**src/elink_macros.svh**
```systemverilog
`ifndef ELINK_MACROS_SVH
`define ELINK_MACROS_SVH

`define ELINK_AW            32          // Address width
`define ELINK_DW            32          // Data width
`define ELINK_PW            104         // Packet width
`define ELINK_BYTES         13          // Bytes per packet on the lane

`define ELINK_TX_DEPTH      4           // Tx slots, also initial host credits
`define ELINK_RX_DEPTH      4           // Rx slots, also initial link credits
`define ELINK_HOST_CREDITS  2           // Rx credits toward host after reset

`define ELINK_CHIPID        12'h810     // Board chip ID
`define ELINK_MAILBOX_OFS   20'hF0320   // Mailbox low address

`define NGPIO               24          // GPIO pad count

`endif

```
**src/elink_pkg.sv**
```systemverilog
`include "elink_macros.svh"

package elink_pkg;

   // Transfer size of a packet
   typedef enum logic [1:0] {
      DM_BYTE   = 2'b00,               // 8-bit
      DM_HALF   = 2'b01,               // 16-bit
      DM_WORD   = 2'b10,               // 32-bit
      DM_DOUBLE = 2'b11                // 64-bit write
   } datamode_e;

   // Upper word, decoded by write/datamode
   typedef union packed {
      logic [`ELINK_AW-1:0] srcaddr;   // Return address for reads
      logic [`ELINK_DW-1:0] data_hi;   // High data of double writes
   } pkt_upper_u;

   // One link packet, MSB goes out first
   typedef struct packed {
      logic                 write;     // Write when set
      datamode_e            datamode;  // Transfer size
      logic [4:0]           ctrlmode;  // Control bits
      logic [`ELINK_AW-1:0] dstaddr;   // Chip ID in top 12 bits
      logic [`ELINK_DW-1:0] data;      // Low data
      pkt_upper_u           upper;     // Srcaddr or data_hi
   } packet_t;

endpackage

```
**src/elink_tx.sv**
```systemverilog
`timescale 1ns/1ns
`include "elink_macros.svh"

module elink_tx (
   input  logic               sys_clk_i,
   input  logic               rst_i,
   input  logic               tx_valid_i,    // Host push
   input  elink_pkg::packet_t tx_packet_i,
   output logic               tx_credit_o,   // Slot freed, back to host
   input  logic               txi_credit_i,  // Link credit from receiver
   output logic [7:0]         txo_data_o,
   output logic               txo_frame_o,
   output logic               tx_busy_o
);

   localparam int PTRW = $clog2(`ELINK_TX_DEPTH);
   localparam int CNTW = $clog2(`ELINK_TX_DEPTH + 1);
   localparam int LCW  = $clog2(`ELINK_RX_DEPTH + 1);

   elink_pkg::packet_t      buf_mem [`ELINK_TX_DEPTH];  // Packet slots
   logic [PTRW-1:0]         wr_ptr;
   logic [PTRW-1:0]         rd_ptr;
   logic [CNTW-1:0]         buf_cnt;                    // Occupied slots
   logic [LCW-1:0]          link_cred;                  // Remote rx slots owned
   logic [`ELINK_PW-1:0]    shift_q;                    // Outgoing packet
   logic [`ELINK_BYTES-1:0] byte_idx;                   // One-hot byte position
   logic                    ser_idle;
   logic                    load;

   assign ser_idle = (byte_idx == '0);                  // Gap or idle
   assign load     = ser_idle && (buf_cnt != '0) && (link_cred != '0);

   assign txo_data_o  = shift_q[`ELINK_PW-1 -: 8];      // MS byte first
   assign txo_frame_o = ~ser_idle;
   assign tx_busy_o   = (buf_cnt != '0) | ~ser_idle;

   always_ff @(posedge sys_clk_i) begin
      if (tx_valid_i) begin
         buf_mem[wr_ptr] <= tx_packet_i;                // Host only pushes with credit
      end
   end

   always_ff @(posedge sys_clk_i) begin
      if (rst_i) begin
         wr_ptr  <= '0;
         rd_ptr  <= '0;
         buf_cnt <= '0;
      end else begin
         if (tx_valid_i) begin
            wr_ptr <= wr_ptr + 1'b1;                    // Depth is a power of two
         end
         if (load) begin
            rd_ptr <= rd_ptr + 1'b1;
         end
         case ({tx_valid_i, load})
            2'b10:   buf_cnt <= buf_cnt + 1'b1;
            2'b01:   buf_cnt <= buf_cnt - 1'b1;
            default: buf_cnt <= buf_cnt;                // Both or neither
         endcase
      end
   end

   // Link credits: spent per packet, returned by the far receiver
   always_ff @(posedge sys_clk_i) begin
      if (rst_i) begin
         link_cred <= LCW'(`ELINK_RX_DEPTH);
      end else begin
         case ({load, txi_credit_i})
            2'b10:   link_cred <= link_cred - 1'b1;
            2'b01:   link_cred <= link_cred + 1'b1;
            default: link_cred <= link_cred;
         endcase
      end
   end

   always_ff @(posedge sys_clk_i) begin
      if (rst_i) begin
         byte_idx    <= '0;
         tx_credit_o <= 1'b0;
      end else begin
         tx_credit_o <= load;                           // Lines up with first byte
         if (load) begin
            byte_idx <= `ELINK_BYTES'(1);
         end else begin
            byte_idx <= byte_idx << 1;                  // Falls to zero after last byte
         end
      end
   end

   always_ff @(posedge sys_clk_i) begin
      if (load) begin
         shift_q <= buf_mem[rd_ptr];
      end else if (txo_frame_o) begin
         shift_q <= {shift_q[`ELINK_PW-9:0], 8'h00};    // Next byte up
      end
   end

endmodule

```
**src/elink_rx.sv**
```systemverilog
`timescale 1ns/1ns
`include "elink_macros.svh"

module elink_rx (
   input  logic               sys_clk_i,
   input  logic               rst_i,
   input  logic [7:0]         rxi_data_i,
   input  logic               rxi_frame_i,
   output logic               rxo_credit_o,    // Slot freed, back to sender
   output logic               rx_valid_o,
   output elink_pkg::packet_t rx_packet_o,
   input  logic               rx_credit_i,     // Host returns a credit
   input  logic [11:0]        chipid_i,
   input  logic               mailbox_clr_i,
   output logic [63:0]        mailbox_data_o,
   output logic               mailbox_irq_o,
   output logic               rx_busy_o
);

   localparam int PTRW = $clog2(`ELINK_RX_DEPTH);
   localparam int CNTW = $clog2(`ELINK_RX_DEPTH + 1);
   localparam int HCW  = $clog2(`ELINK_HOST_CREDITS + 1);
   localparam int BCW  = $clog2(`ELINK_BYTES);

   elink_pkg::packet_t     buf_mem [`ELINK_RX_DEPTH];
   elink_pkg::packet_t     pkt_in;                  // Packet with its last byte
   logic [`ELINK_PW-9:0]   in_sr;                   // First 12 bytes
   logic [BCW-1:0]         byte_cnt;
   logic [PTRW-1:0]        wr_ptr;
   logic [PTRW-1:0]        rd_ptr;
   logic [CNTW-1:0]        buf_cnt;
   logic [HCW-1:0]         host_cred;
   logic [1:0]             cred_pend;               // Credits not yet sent back
   logic [2:0]             cred_sum;
   logic                   pkt_done;
   logic                   is_mbx;
   logic                   push;
   logic                   pop;

   assign pkt_in   = {in_sr, rxi_data_i};
   assign pkt_done = rxi_frame_i && (byte_cnt == BCW'(`ELINK_BYTES - 1));
   assign is_mbx   = pkt_in.write
                     && (pkt_in.dstaddr[`ELINK_AW-1 -: 12] == chipid_i)
                     && (pkt_in.dstaddr[19:0] == `ELINK_MAILBOX_OFS);
   assign push     = pkt_done && !is_mbx;
   assign pop      = (buf_cnt != '0) && (host_cred != '0);   // Held while no credit
   assign cred_sum = 3'(cred_pend) + 3'(pop) + 3'(pkt_done && is_mbx);

   assign rx_busy_o = (buf_cnt != '0) | (byte_cnt != '0) | rxi_frame_i;

   // Deserializer
   always_ff @(posedge sys_clk_i) begin
      if (rst_i) begin
         byte_cnt <= '0;
      end else if (!rxi_frame_i || pkt_done) begin
         byte_cnt <= '0;                            // Resync on frame low
      end else begin
         byte_cnt <= byte_cnt + 1'b1;
      end
   end

   always_ff @(posedge sys_clk_i) begin
      if (rxi_frame_i) begin
         in_sr <= {in_sr[`ELINK_PW-17:0], rxi_data_i};
      end
   end

   // Receive buffer
   always_ff @(posedge sys_clk_i) begin
      if (push) begin
         buf_mem[wr_ptr] <= pkt_in;
      end
   end

   always_ff @(posedge sys_clk_i) begin
      if (rst_i) begin
         wr_ptr  <= '0;
         rd_ptr  <= '0;
         buf_cnt <= '0;
      end else begin
         if (push) begin
            wr_ptr <= wr_ptr + 1'b1;
         end
         if (pop) begin
            rd_ptr <= rd_ptr + 1'b1;
         end
         case ({push, pop})
            2'b10:   buf_cnt <= buf_cnt + 1'b1;
            2'b01:   buf_cnt <= buf_cnt - 1'b1;
            default: buf_cnt <= buf_cnt;
         endcase
      end
   end

   // Host delivery and host credit counter
   always_ff @(posedge sys_clk_i) begin
      if (rst_i) begin
         rx_valid_o <= 1'b0;
         host_cred  <= HCW'(`ELINK_HOST_CREDITS);
      end else begin
         rx_valid_o <= pop;
         case ({pop, rx_credit_i})
            2'b10:   host_cred <= host_cred - 1'b1;
            2'b01:   host_cred <= host_cred + 1'b1;
            default: host_cred <= host_cred;
         endcase
      end
   end

   always_ff @(posedge sys_clk_i) begin
      if (pop) begin
         rx_packet_o <= buf_mem[rd_ptr];
      end
   end

   // Link credit return, one pulse per freed slot
   // A delivery and a mailbox hit can land in one cycle, so one may wait
   always_ff @(posedge sys_clk_i) begin
      if (rst_i) begin
         rxo_credit_o <= 1'b0;
         cred_pend    <= '0;
      end else if (cred_sum != '0) begin
         rxo_credit_o <= 1'b1;
         cred_pend    <= 2'(cred_sum - 3'd1);
      end else begin
         rxo_credit_o <= 1'b0;
         cred_pend    <= '0;
      end
   end

   // Mailbox
   always_ff @(posedge sys_clk_i) begin
      if (pkt_done && is_mbx) begin
         mailbox_data_o[31:0] <= pkt_in.data;
         if (pkt_in.datamode == elink_pkg::DM_DOUBLE) begin
            mailbox_data_o[63:32] <= pkt_in.upper.data_hi;
         end else begin
            mailbox_data_o[63:32] <= '0;            // No high half below 64 bits
         end
      end
   end

   always_ff @(posedge sys_clk_i) begin
      if (rst_i) begin
         mailbox_irq_o <= 1'b0;
      end else if (pkt_done && is_mbx) begin
         mailbox_irq_o <= 1'b1;                     // New message beats clear
      end else if (mailbox_clr_i) begin
         mailbox_irq_o <= 1'b0;
      end
   end

endmodule

```
**src/elink.sv**
```systemverilog
`timescale 1ns/1ns
`include "elink_macros.svh"

module elink (
   input  logic               sys_clk_i,
   input  logic               rst_i,
   input  logic               tx_valid_i,
   input  elink_pkg::packet_t tx_packet_i,
   output logic               tx_credit_o,
   input  logic               txi_credit_i,
   output logic [7:0]         txo_data_o,
   output logic               txo_frame_o,
   input  logic [7:0]         rxi_data_i,
   input  logic               rxi_frame_i,
   output logic               rxo_credit_o,
   output logic               rx_valid_o,
   output elink_pkg::packet_t rx_packet_o,
   input  logic               rx_credit_i,
   input  logic               mailbox_clr_i,
   output logic [63:0]        mailbox_data_o,
   output logic               mailbox_irq_o,
   output logic [11:0]        chipid_o,
   output logic               elink_active_o
);

   logic [11:0] chipid;
   logic        tx_busy;
   logic        rx_busy;

   assign chipid   = `ELINK_CHIPID;                 // Fixed board ID
   assign chipid_o = chipid;

   elink_tx u_elink_tx (
      .sys_clk_i    (sys_clk_i),
      .rst_i        (rst_i),
      .tx_valid_i   (tx_valid_i),
      .tx_packet_i  (tx_packet_i),
      .tx_credit_o  (tx_credit_o),
      .txi_credit_i (txi_credit_i),
      .txo_data_o   (txo_data_o),
      .txo_frame_o  (txo_frame_o),
      .tx_busy_o    (tx_busy)
   );

   elink_rx u_elink_rx (
      .sys_clk_i      (sys_clk_i),
      .rst_i          (rst_i),
      .rxi_data_i     (rxi_data_i),
      .rxi_frame_i    (rxi_frame_i),
      .rxo_credit_o   (rxo_credit_o),
      .rx_valid_o     (rx_valid_o),
      .rx_packet_o    (rx_packet_o),
      .rx_credit_i    (rx_credit_i),
      .chipid_i       (chipid),
      .mailbox_clr_i  (mailbox_clr_i),
      .mailbox_data_o (mailbox_data_o),
      .mailbox_irq_o  (mailbox_irq_o),
      .rx_busy_o      (rx_busy)
   );

   always_ff @(posedge sys_clk_i) begin
      if (rst_i) begin
         elink_active_o <= 1'b0;
      end else begin
         elink_active_o <= tx_busy | rx_busy;      // Board activity LED
      end
   end

endmodule

```
**config.mk**
```make
export PLATFORM = sky130hd
export DESIGN_NAME = elink
export DESIGN_NICKNAME = d
export VERILOG_FILES = /design/src/elink_pkg.sv /design/src/elink_tx.sv /design/src/elink_rx.sv /design/src/elink.sv
export VERILOG_INCLUDE_DIRS = /design/src
export SDC_FILE = /design/constraint.sdc
export NUM_CORES = 1
export LEC_CHECK = 0
export BUFFER_PORTS_ARGS = -buffer_cell sky130_fd_sc_hd__buf_2
export CAP_MARGIN = 20
export CORE_MARGIN = 2
export CORE_UTILIZATION = 53
export CTS_BUF_LIST = sky130_fd_sc_hd__clkbuf_8 sky130_fd_sc_hd__clkbuf_16
export DETAILED_ROUTE_END_ITERATION = 7
export PLACE_DENSITY = 0.78
export SLEW_MARGIN = 20
export SYNTH_ARGS = -nofsm -noshare
export SYNTH_HDL_FRONTEND = slang
export SYNTH_SLANG_ARGS = --single-unit
```
**constraint.sdc**
```tcl
create_clock -name sys_clk_i -period 12.62 [get_ports sys_clk_i]
set_input_delay 1.893 -clock sys_clk_i [delete_from_list [all_inputs] [get_ports sys_clk_i]]
set_output_delay 1.893 -clock sys_clk_i [all_outputs]
set_load 0.01 [all_outputs]
```
## After elaboration in Yosys (flattened, before gate mapping)

Memory sizes are Yosys's and may differ from the RTL's. A register that Yosys moved wholly into a read port is not among the register bits.
Index checks and enable logic that the tools add are counted.

- Register bits after elaboration: 307
- Memory bits (writable): 832
- Output and inout bits: 194
- Memories: 2

- Add/sub/neg operators: 16
- Equal/unequal tests: 13
- Mux-type cells: 16
- Bitwise operators: 6
- Reduce and logical (&&, ||, !) cells: 26

Memory list:

| memory | depth | width | rd ports | clocked after Yosys merged registers in | write ports | RTL line | source |
|---|---|---|---|---|---|---|---|
| u_elink_rx.buf_mem | 4 | 104 | 1 | 1 | 1 | elink_rx.sv:25 | `` elink_pkg::packet_t buf_mem [`ELINK_RX_DEPTH]; `` |
| u_elink_tx.buf_mem | 4 | 104 | 1 | 1 | 1 | elink_tx.sv:20 | `` elink_pkg::packet_t buf_mem [`ELINK_TX_DEPTH]; `` |

Operator list:

| operator | number |
|---|---|
| 104-bit two-way mux | 2 |
| 20-bit equality test (second input constant) | 1 |
| 3-bit one-hot mux with 2 select lines | 3 |
| 13-bit zero test | 1 |
| 12-bit equality test (second input constant) | 1 |
| 2-bit nonzero test | 6 |
| 3-bit nonzero test | 4 |
| 2-bit by 1-bit adder with 2-bit output (second input constant) | 5 |
| 2-bit equality test (second input constant) | 5 |
| 3-bit by 1-bit adder with 3-bit output (second input constant) | 3 |
| 3-bit by 1-bit subtractor with 3-bit output (second input constant) | 3 |
| 2-bit by 1-bit equality test with 1-bit output (second input constant) | 4 |
| 1-bit logical AND | 8 |
| 1-bit two-way mux | 8 |
| 2-bit OR reduction | 3 |
| 4-bit by 1-bit adder with 4-bit output (second input constant) | 1 |
| 4-bit equality test (second input constant) | 1 |
| 2-bit two-way mux | 2 |
| 1-bit OR | 4 |
| 2-bit one-hot mux with 2 select lines | 1 |
| 4-bit nonzero test | 1 |
| 2-bit by 1-bit subtractor with 2-bit output (second input constant) | 2 |
| 2-bit by 1-bit adder with 3-bit output | 1 |
| 3-bit by 1-bit adder with 3-bit output | 1 |
| other kinds (4) | 6 |

## Longest topological paths before layout

Gate-level depths: netlist of the first run.

- Depth after elaboration: 8
- Mapped depth: 12
- Mapped depth without buffers: 11

## Hierarchy

Synthesis of the first run repeated with hierarchy kept, for this count alone.

- Cells, all modules: 1867
- Area total of the unflattened synthesis: 45220.9 sq um

Modules (own cells, without submodules):

| module | times used | cells an instance | area each (sq um) |
|---|---|---|---|
| elink_rx | 1 | 975 | 24228.2 |
| elink_tx | 1 | 876 | 20865.0 |
| elink | 1 | 16 | 127.6 |

## Worst setup path after synthesis of the first run

Ideal clock, no wire load.

- Path kind: in2reg
- From: in rxi_frame_i
- To: reg u_elink_rx.cred_pend[0]
- Setup time: 123 ps
- Arrival: 10534 ps
- Data required time: 12497 ps
- Setup slack: 1963 ps
- Cell stages on the path: 9
- Buffers on the path: 1
- Cell sequence: nand4_1 clkbuf_1 nor4b_1 fa_1 ha_1 inv_1 ha_1 a21o_1 nor2_1

- Cells in the longest elaborated chain, start to end: 6

RTL lines:

| element | RTL line | source |
|---|---|---|
| start: declaration | elink.sv:14 | `input logic rxi_frame_i,` |
| 1-bit logical AND * | elink_rx.sv:41 | `` assign pkt_done = rxi_frame_i && (byte_cnt == BCW'(`ELINK_BYTES - 1)); `` |
| 1-bit logical AND * | elink_rx.sv:47 | `assign cred_sum = 3'(cred_pend) + 3'(pop) + 3'(pkt_done && is_mbx);` |
| 3-bit by 1-bit adder with 3-bit output * | elink_rx.sv:47 |  |
| 3-bit nonzero test | elink_rx.sv:122 | `end else if (cred_sum != '0) begin` |
| 1-bit inverter (no line) | -- |  |
| 2-bit OR reduction (no line) | -- |  |
| end signal: assignment | elink_rx.sv:124 | `cred_pend <= 2'(cred_sum - 3'd1);` |
| end: declaration | elink_rx.sv:33 | `logic [1:0] cred_pend;` |

Every way passes the cells marked *; elsewhere a longest branch is shown, timed or not.
A chain may end at the register's enable or synchronous reset.

## Final worst setup path of the first run

Same ends and word-level chain as after synthesis.

==> metrics.cfg, run 1 <==
[run_status]
outcome=completed

[worst_setup_path]
arrival_ns=5.13
critPathCaptureType=flop
crit_type=primary input to flop
cp-start-kind=primary input
cp_max_fo=65
cp.required_ns=13.22

[final_layout]
design_area_um2=51200
areaGrowthSynthToFinish_pct=14.4
final_cells=3410
final_nets=2360
drive_above_1_share_pct=35.3

[global_route]
grt_usage_pct=20.2
antenna_found_initial=26
grt_max_degree=73
grt_pass1_vias=20486
grt_pass1_wl_um=130000
grt_remaining_overflow=0

[yosys]
synth_top_family_by_area=multiplexers
ys_seq_area_share_pct=82.5
ys_types=48
synth_top_area_share_pct=80.6
syn_area_um2=44700
synth_adder_area_share_pct=0.627
synth.area.top_cells=edfxtp_1 81%, mux4_2 10%, dfxtp_1 2.0%
netlist_instances=1855
synth_top_cell_by_area=edfxtp_1
ys_warn_count=0
muxShareOfSynthArea_pct=13.1
postSynthAreaPerCell_um2=24.1
yosys.area_share.simple_pct=1.82
synth_xor_area_share_pct=0.255
synth-compound-area-share_pct=0.288
synth-seq-cells=1244

[floorplanning]
placementRows=106
die-area_um2=86700
dieHeight_um=295
chipWidth_um=295
start_util_pct=53.5
num_io_pins=313
core-area_um2=83600

[clock_tree]
clockBufferDepth=3
cts_tree=yes
htreeDepth=3
cts.sinks=1244
clk_pin_slew_ns=0.06
ctsResizeCount=0
ctsHoldBuffers=0
cts_root_buf=clkbuf_16
cts_inserted_buffers=116
clock_latency_ns=0.71
post_cts_buffers=0

[worst_hold_path]
hold_class=flop to flop

[drt]
drtPass1Iterations=5
drt-initial-drc-count=1933
via_count=19708
wl_per_cell_um=25.6
vias_per_cell=5.78
ant_nets=0
routed_wl_um=87200
route.detailed.drc=0

[timing]
finalHoldViolCount=0
min_period_ns=4.52
fmax_mhz=221
worst_clock_skew_ns=0.0616
setup_viol=0
tightest_slew_ns=1.13
drv_slew=0
slew_headroom_pct=24.4
rsz0062_at_grt=false
period_share_pct=35.9
setup-tns-final_ns=0

[power_and_ir_drop]
peakVddDrop_mv=0.288
p_per_area_nw_per_um2=192
p_leak_nw=16.9

[place]
hpwl_um=49300
io_buffers=300
dpl_cell_area_um2=47400
placed_cells=3181
gp_congestion=0.776

[run]
max_cap_viol_count=0

==> synthesized netlist by cell type (all sizes together) <==
cell,number
and4,2
ha,16
nor2,27
a21oi,8
a22oi,2
nor3,9
edfxtp,1200
nand3,7
and4b,2
nor2b,1
xnor2,3
clkbuf,31
inv,23
nand2,2
or3,2
a21o,2
nand3b,2
and3b,1
nor4b,3
dfxtp,44
or4,1
or2,2
nor3b,6
and2,15
and3,41
nor4,5
o21ai,7
mux4,208
o21bai,1
buf,59
xor2,10
mux2i,2
or3b,2
mux2,96
nor4bb,1
conb,2
nand4,4
fa,4
o31ai,1
a41oi,1
==> final timing paths <==
check / start / endpoint / slack [ns] / depth (start not counted)
max: rxi_frame_i / u_elink_rx.cred_pend[0] / 8.10 / 9
min: u_elink_tx.byte_idx[5] / u_elink_tx.byte_idx[6] / 0.44 / 1
max reg2reg: u_elink_rx.in_sr[58] / u_elink_rx.buf_cnt[2] / 8.69 / 10
min reg2reg: u_elink_tx.byte_idx[5] / u_elink_tx.byte_idx[6] / 0.44 / 1
==> metrics by stage <==
stage / hold WS, ns / utilization [%] / worst slack (ns) / power, mW
5_1_grt: 0.481 / 61.3 / 7.87 / 10.2
6_report: 0.443 / 61.3 / 8.10 / 9.81
3_5_place_dp: 0.452 / 56.7 / 7.43 / 6.54
3_3_place_gp: 0.436 / 56.7 / 7.55 / 6.50
4_1_cts: 0.448 / 61.2 / 8.12 / 9.91
2_1_floorplan: 0.430 / - / 1.96 / 6.23
==> sequential cells by signal, summed over array words and instances (netlist names), 3 cells and up, named ones only <==
register,count
u_elink_rx.buf_cnt,3
u_elink_rx.buf_mem,416
u_elink_rx.byte_cnt,4
u_elink_rx.in_sr,96
u_elink_rx.mailbox_data_o,64
u_elink_rx.rx_packet_o,104
u_elink_tx.buf_cnt,3
u_elink_tx.buf_mem,416
u_elink_tx.byte_idx,13
u_elink_tx.link_cred,3
u_elink_tx.shift_q,104
==> layer usage <==
metal | part of all wire [%] | track usage [%] | up-vias
li1 | - | - | 8412
met1 | 38 | 26.5 | 10241
met2 | 52 | 34.3 | 870
met3 | 8.4 | 4.74 | 147
met4 | 1.6 | 4.92 | 38
met5 | 0.26 | 0 | -
==> where the power goes <==
group          internal, mW  total (mW)  switching (mW)
clock                  1.87        3.38            1.51
sequential             5.01        5.18           0.165
combinational         0.586        1.25           0.663
total                  7.47        9.81            2.34
==> worst max-delay path, cell delays in order <==
cell and delay (ns):
buf_4 0.36, nand4_1 0.58, nor4b_2 0.45, buf_4 0.79
fa_1 0.58, inv_1 0.08, ha_1 0.15, a21o_1 0.14
nor2_1 0.05
==> area by class of cell <==
cell class,instances,area (um^2)
diodes,7,17.5
well taps,1080,1350
multi-input cells,508,7280
clock buffers,120,2960
repair buffers,328,1750
clock inverters,100,820
fillers,5461,32400
inverters,23,88.8
flip-flops and latches,1244,36900
==> placed cells by master, fill, tap and decap left out, types with 3 or more instances in the layout <==
master	count
a21oi_1	8
and2_1	11
and2_4	4
and3_1	41
buf_2	299
buf_4	27
bufinv_16	8
clkbuf_16	116
clkbuf_8	4
clkinv_1	35
clkinv_16	5
clkinv_2	20
clkinvlp_4	9
conb_1	12
dfxtp_1	40
dfxtp_4	4
diode_2	7
edfxtp_1	1200
fa_1	4
ha_1	16
inv_1	39
mux2_2	76
mux2_4	20
mux4_2	208
nand3_1	7
nand4_1	4
nor2_1	26
nor3_1	9
nor3b_2	4
nor4_1	5
o21ai_0	7
xnor2_1	3
xor2_1	10
==> cell families (layout without fill, tap and decap cells) <==
kind of cell	Yosys count	in the layout
DFF	1244	1244
muxes	306	306
and+or+nand+nor	135	135
buffers and inverters	113	571
AOI/OAI and AO/OA	22	22
adders and majority gates	20	20
xor gates and xnor gates	13	13
other	2	19
Power figures use the tool's default switching activity.
==> run 2: changes to the inputs <==
Clock period 12.62 ns to 4.5 ns, I/O delays scaled along.
==> metrics.cfg, run 2 (synthesized netlist as in run 1, its figures left out) <==
[drt]
ant_nets=0  ; unchanged
routed_wl_um=88200  ; +1.1%
wl_per_cell_um=25.9  ; +1.4%
drtPass1Iterations=5  ; unchanged
via_count=19666  ; -0.21%
vias_per_cell=5.79  ; +0.11%
drt-initial-drc-count=1585  ; -18%
route.detailed.drc=0  ; unchanged

[clock_tree]
post_cts_buffers=0  ; unchanged
cts_inserted_buffers=115  ; -0.86%
cts_tree=yes
cts.sinks=1244  ; unchanged
clock_latency_ns=0.72  ; about the same
cts_root_buf=clkbuf_16
htreeDepth=3  ; unchanged
ctsHoldBuffers=0  ; unchanged
clk_pin_slew_ns=0.06  ; about the same
ctsResizeCount=0  ; unchanged
clockBufferDepth=3  ; unchanged

[floorplanning]
core-area_um2=83600  ; unchanged
num_io_pins=313  ; unchanged
dieHeight_um=295  ; unchanged
die-area_um2=86700  ; unchanged
chipWidth_um=295  ; unchanged
start_util_pct=53.5  ; unchanged
placementRows=106  ; unchanged

[power_and_ir_drop]
peakVddDrop_mv=0.882  ; +210%
p_leak_nw=17.0  ; +0.45%
p_per_area_nw_per_um2=538  ; +180%

[final_layout]
mostFrequentLayoutCells=1,200 x edfxtp_1, 299 x buf_2, 208 x mux4_2, 115 x clkbuf_16, 76 x mux2_2
reg.largest.list=u_elink_rx.buf_mem: 416 flops, u_elink_tx.buf_mem: 416 flops
drive_above_1_share_pct=35.6  ; +0.21 points
final_common_cell=edfxtp_1
final-seq-area_um2=36900  ; unchanged
utilization_pct=61.5  ; +0.20 points
design_area_um2=51400  ; +0.33%
multi_input_area_um2=7320  ; +0.46%
areaGrowthSynthToFinish_pct=14.8
final_nets=2360  ; unchanged
num-fill-cells=5470  ; +0.16%

[timing]
setup-tns-final_ns=0  ; unchanged
tightest_slew_ns=1.02  ; -0.109 ns
period_share_pct=78.3
fmax_mhz=284
finalHoldViolCount=0  ; unchanged
min_period_ns=3.52
setup_slack_ns=0.975  ; -7.12 ns
worst_clock_skew_ns=0.0977  ; +0.0361 ns
slew_headroom_pct=31.7  ; +7.3 points
rsz0062_at_grt=false
whs_ns=0.177  ; -0.266 ns
drv_slew=0  ; unchanged
setup_viol=0  ; unchanged

[place]
place_ws_ns=1.18  ; -6.25 ns
hpwl_um=48800  ; -1.0%
dpl_cell_area_um2=47600  ; +0.44%
gp_congestion=0.793  ; +2.3%
io_buffers=300  ; unchanged

[global_route]
grt_pass1_wl_um=130000  ; +0.20%
grt_max_degree=105  ; +44%
antenna_found_initial=22  ; -15%
grt_remaining_overflow=0  ; unchanged
grt_usage_pct=20.3  ; +0.15 points
grt_pass1_vias=20448  ; -0.19%

[worst_setup_path]
cp_max_fo=6  ; -91%
arrival_ns=4.14  ; -0.99 ns
cp-start-kind=flop
critPathCaptureType=flop
cp.required_ns=5.11  ; -8.11 ns
crit_type=flop to flop

[worst_hold_path]
hold_class=primary input to flop

[run_status]
outcome=completed

[run]
max_cap_viol_count=0  ; unchanged

## run 2: cell count changes in the layout (fill, tap and decap cells not counted), sizes merged
cell | before | now
diode | 7 | 4
clkinv | 63 | 47
buf | 328 | 329
bufinv | 8 | 10
clkbuf | 120 | 119
inv | 43 | 49
## run 2: worst paths after layout
check                                                 end                    from  cells after the start  slack [ns]
worst max register to register      u_elink_rx.buf_cnt[2]    u_elink_rx.in_sr[56]                     11        0.98
worst min register to register     u_elink_tx.byte_idx[6]  u_elink_tx.byte_idx[5]                      1        0.45
worst min-delay path            u_elink_tx.buf_mem[3][69]         tx_packet_i[69]                      1        0.18
worst max-delay path                u_elink_rx.buf_cnt[2]    u_elink_rx.in_sr[56]                     11        0.98
## run 2: per-stage QoR
stage / total power, mW / instances
2_1_floorplan: 17.3 / 1865
3_3_place_gp: 18.2 / 3182
3_5_place_dp: 18.4 / 3183
4_1_cts: 27.9 / 3394
5_1_grt: 28.6 / 3397
6_report: 27.6 / 3399
## run 2: routing by layer
layer	track usage, %	up-vias	wire length [um]
met3	4.31	186	5950
met4	7.01	32	2660
met5	0	-	202
li1	-	8400	-
met2	34.1	771	45400
met1	26.6	10277	34000
## run 2: report_power, final
part | switching, mW | total, mW | internal, mW
logic | 1.88 | 3.58 | 1.70
registers | 0.470 | 14.5 | 14.0
clock network | 4.21 | 9.54 | 5.33
total | 6.56 | 27.6 | 21.1
## run 2: critical path, stage by stage, from the launching register on
cell      delay [ns]
edfxtp_1        0.47
nor4_1          0.65
nand4_1         0.41
nor3_1          0.30
buf_4           0.23
or2_2           0.13
ha_1            0.18
inv_1           0.07
fa_1            0.38
xor2_1          0.16
or3_1           0.32
a21oi_1         0.15
## run 2: cell type report
class / instances / share of cell area [%]
clock buffer: 119 / 5.71
clock inverter: 92 / 1.65
sequential: 1244 / 71.9
multi-input combinational: 508 / 14.2
antenna: 4 / 0.0195
inverter: 23 / 0.173
timing repair buffer: 329 / 3.67
tap: 1080 / 2.63
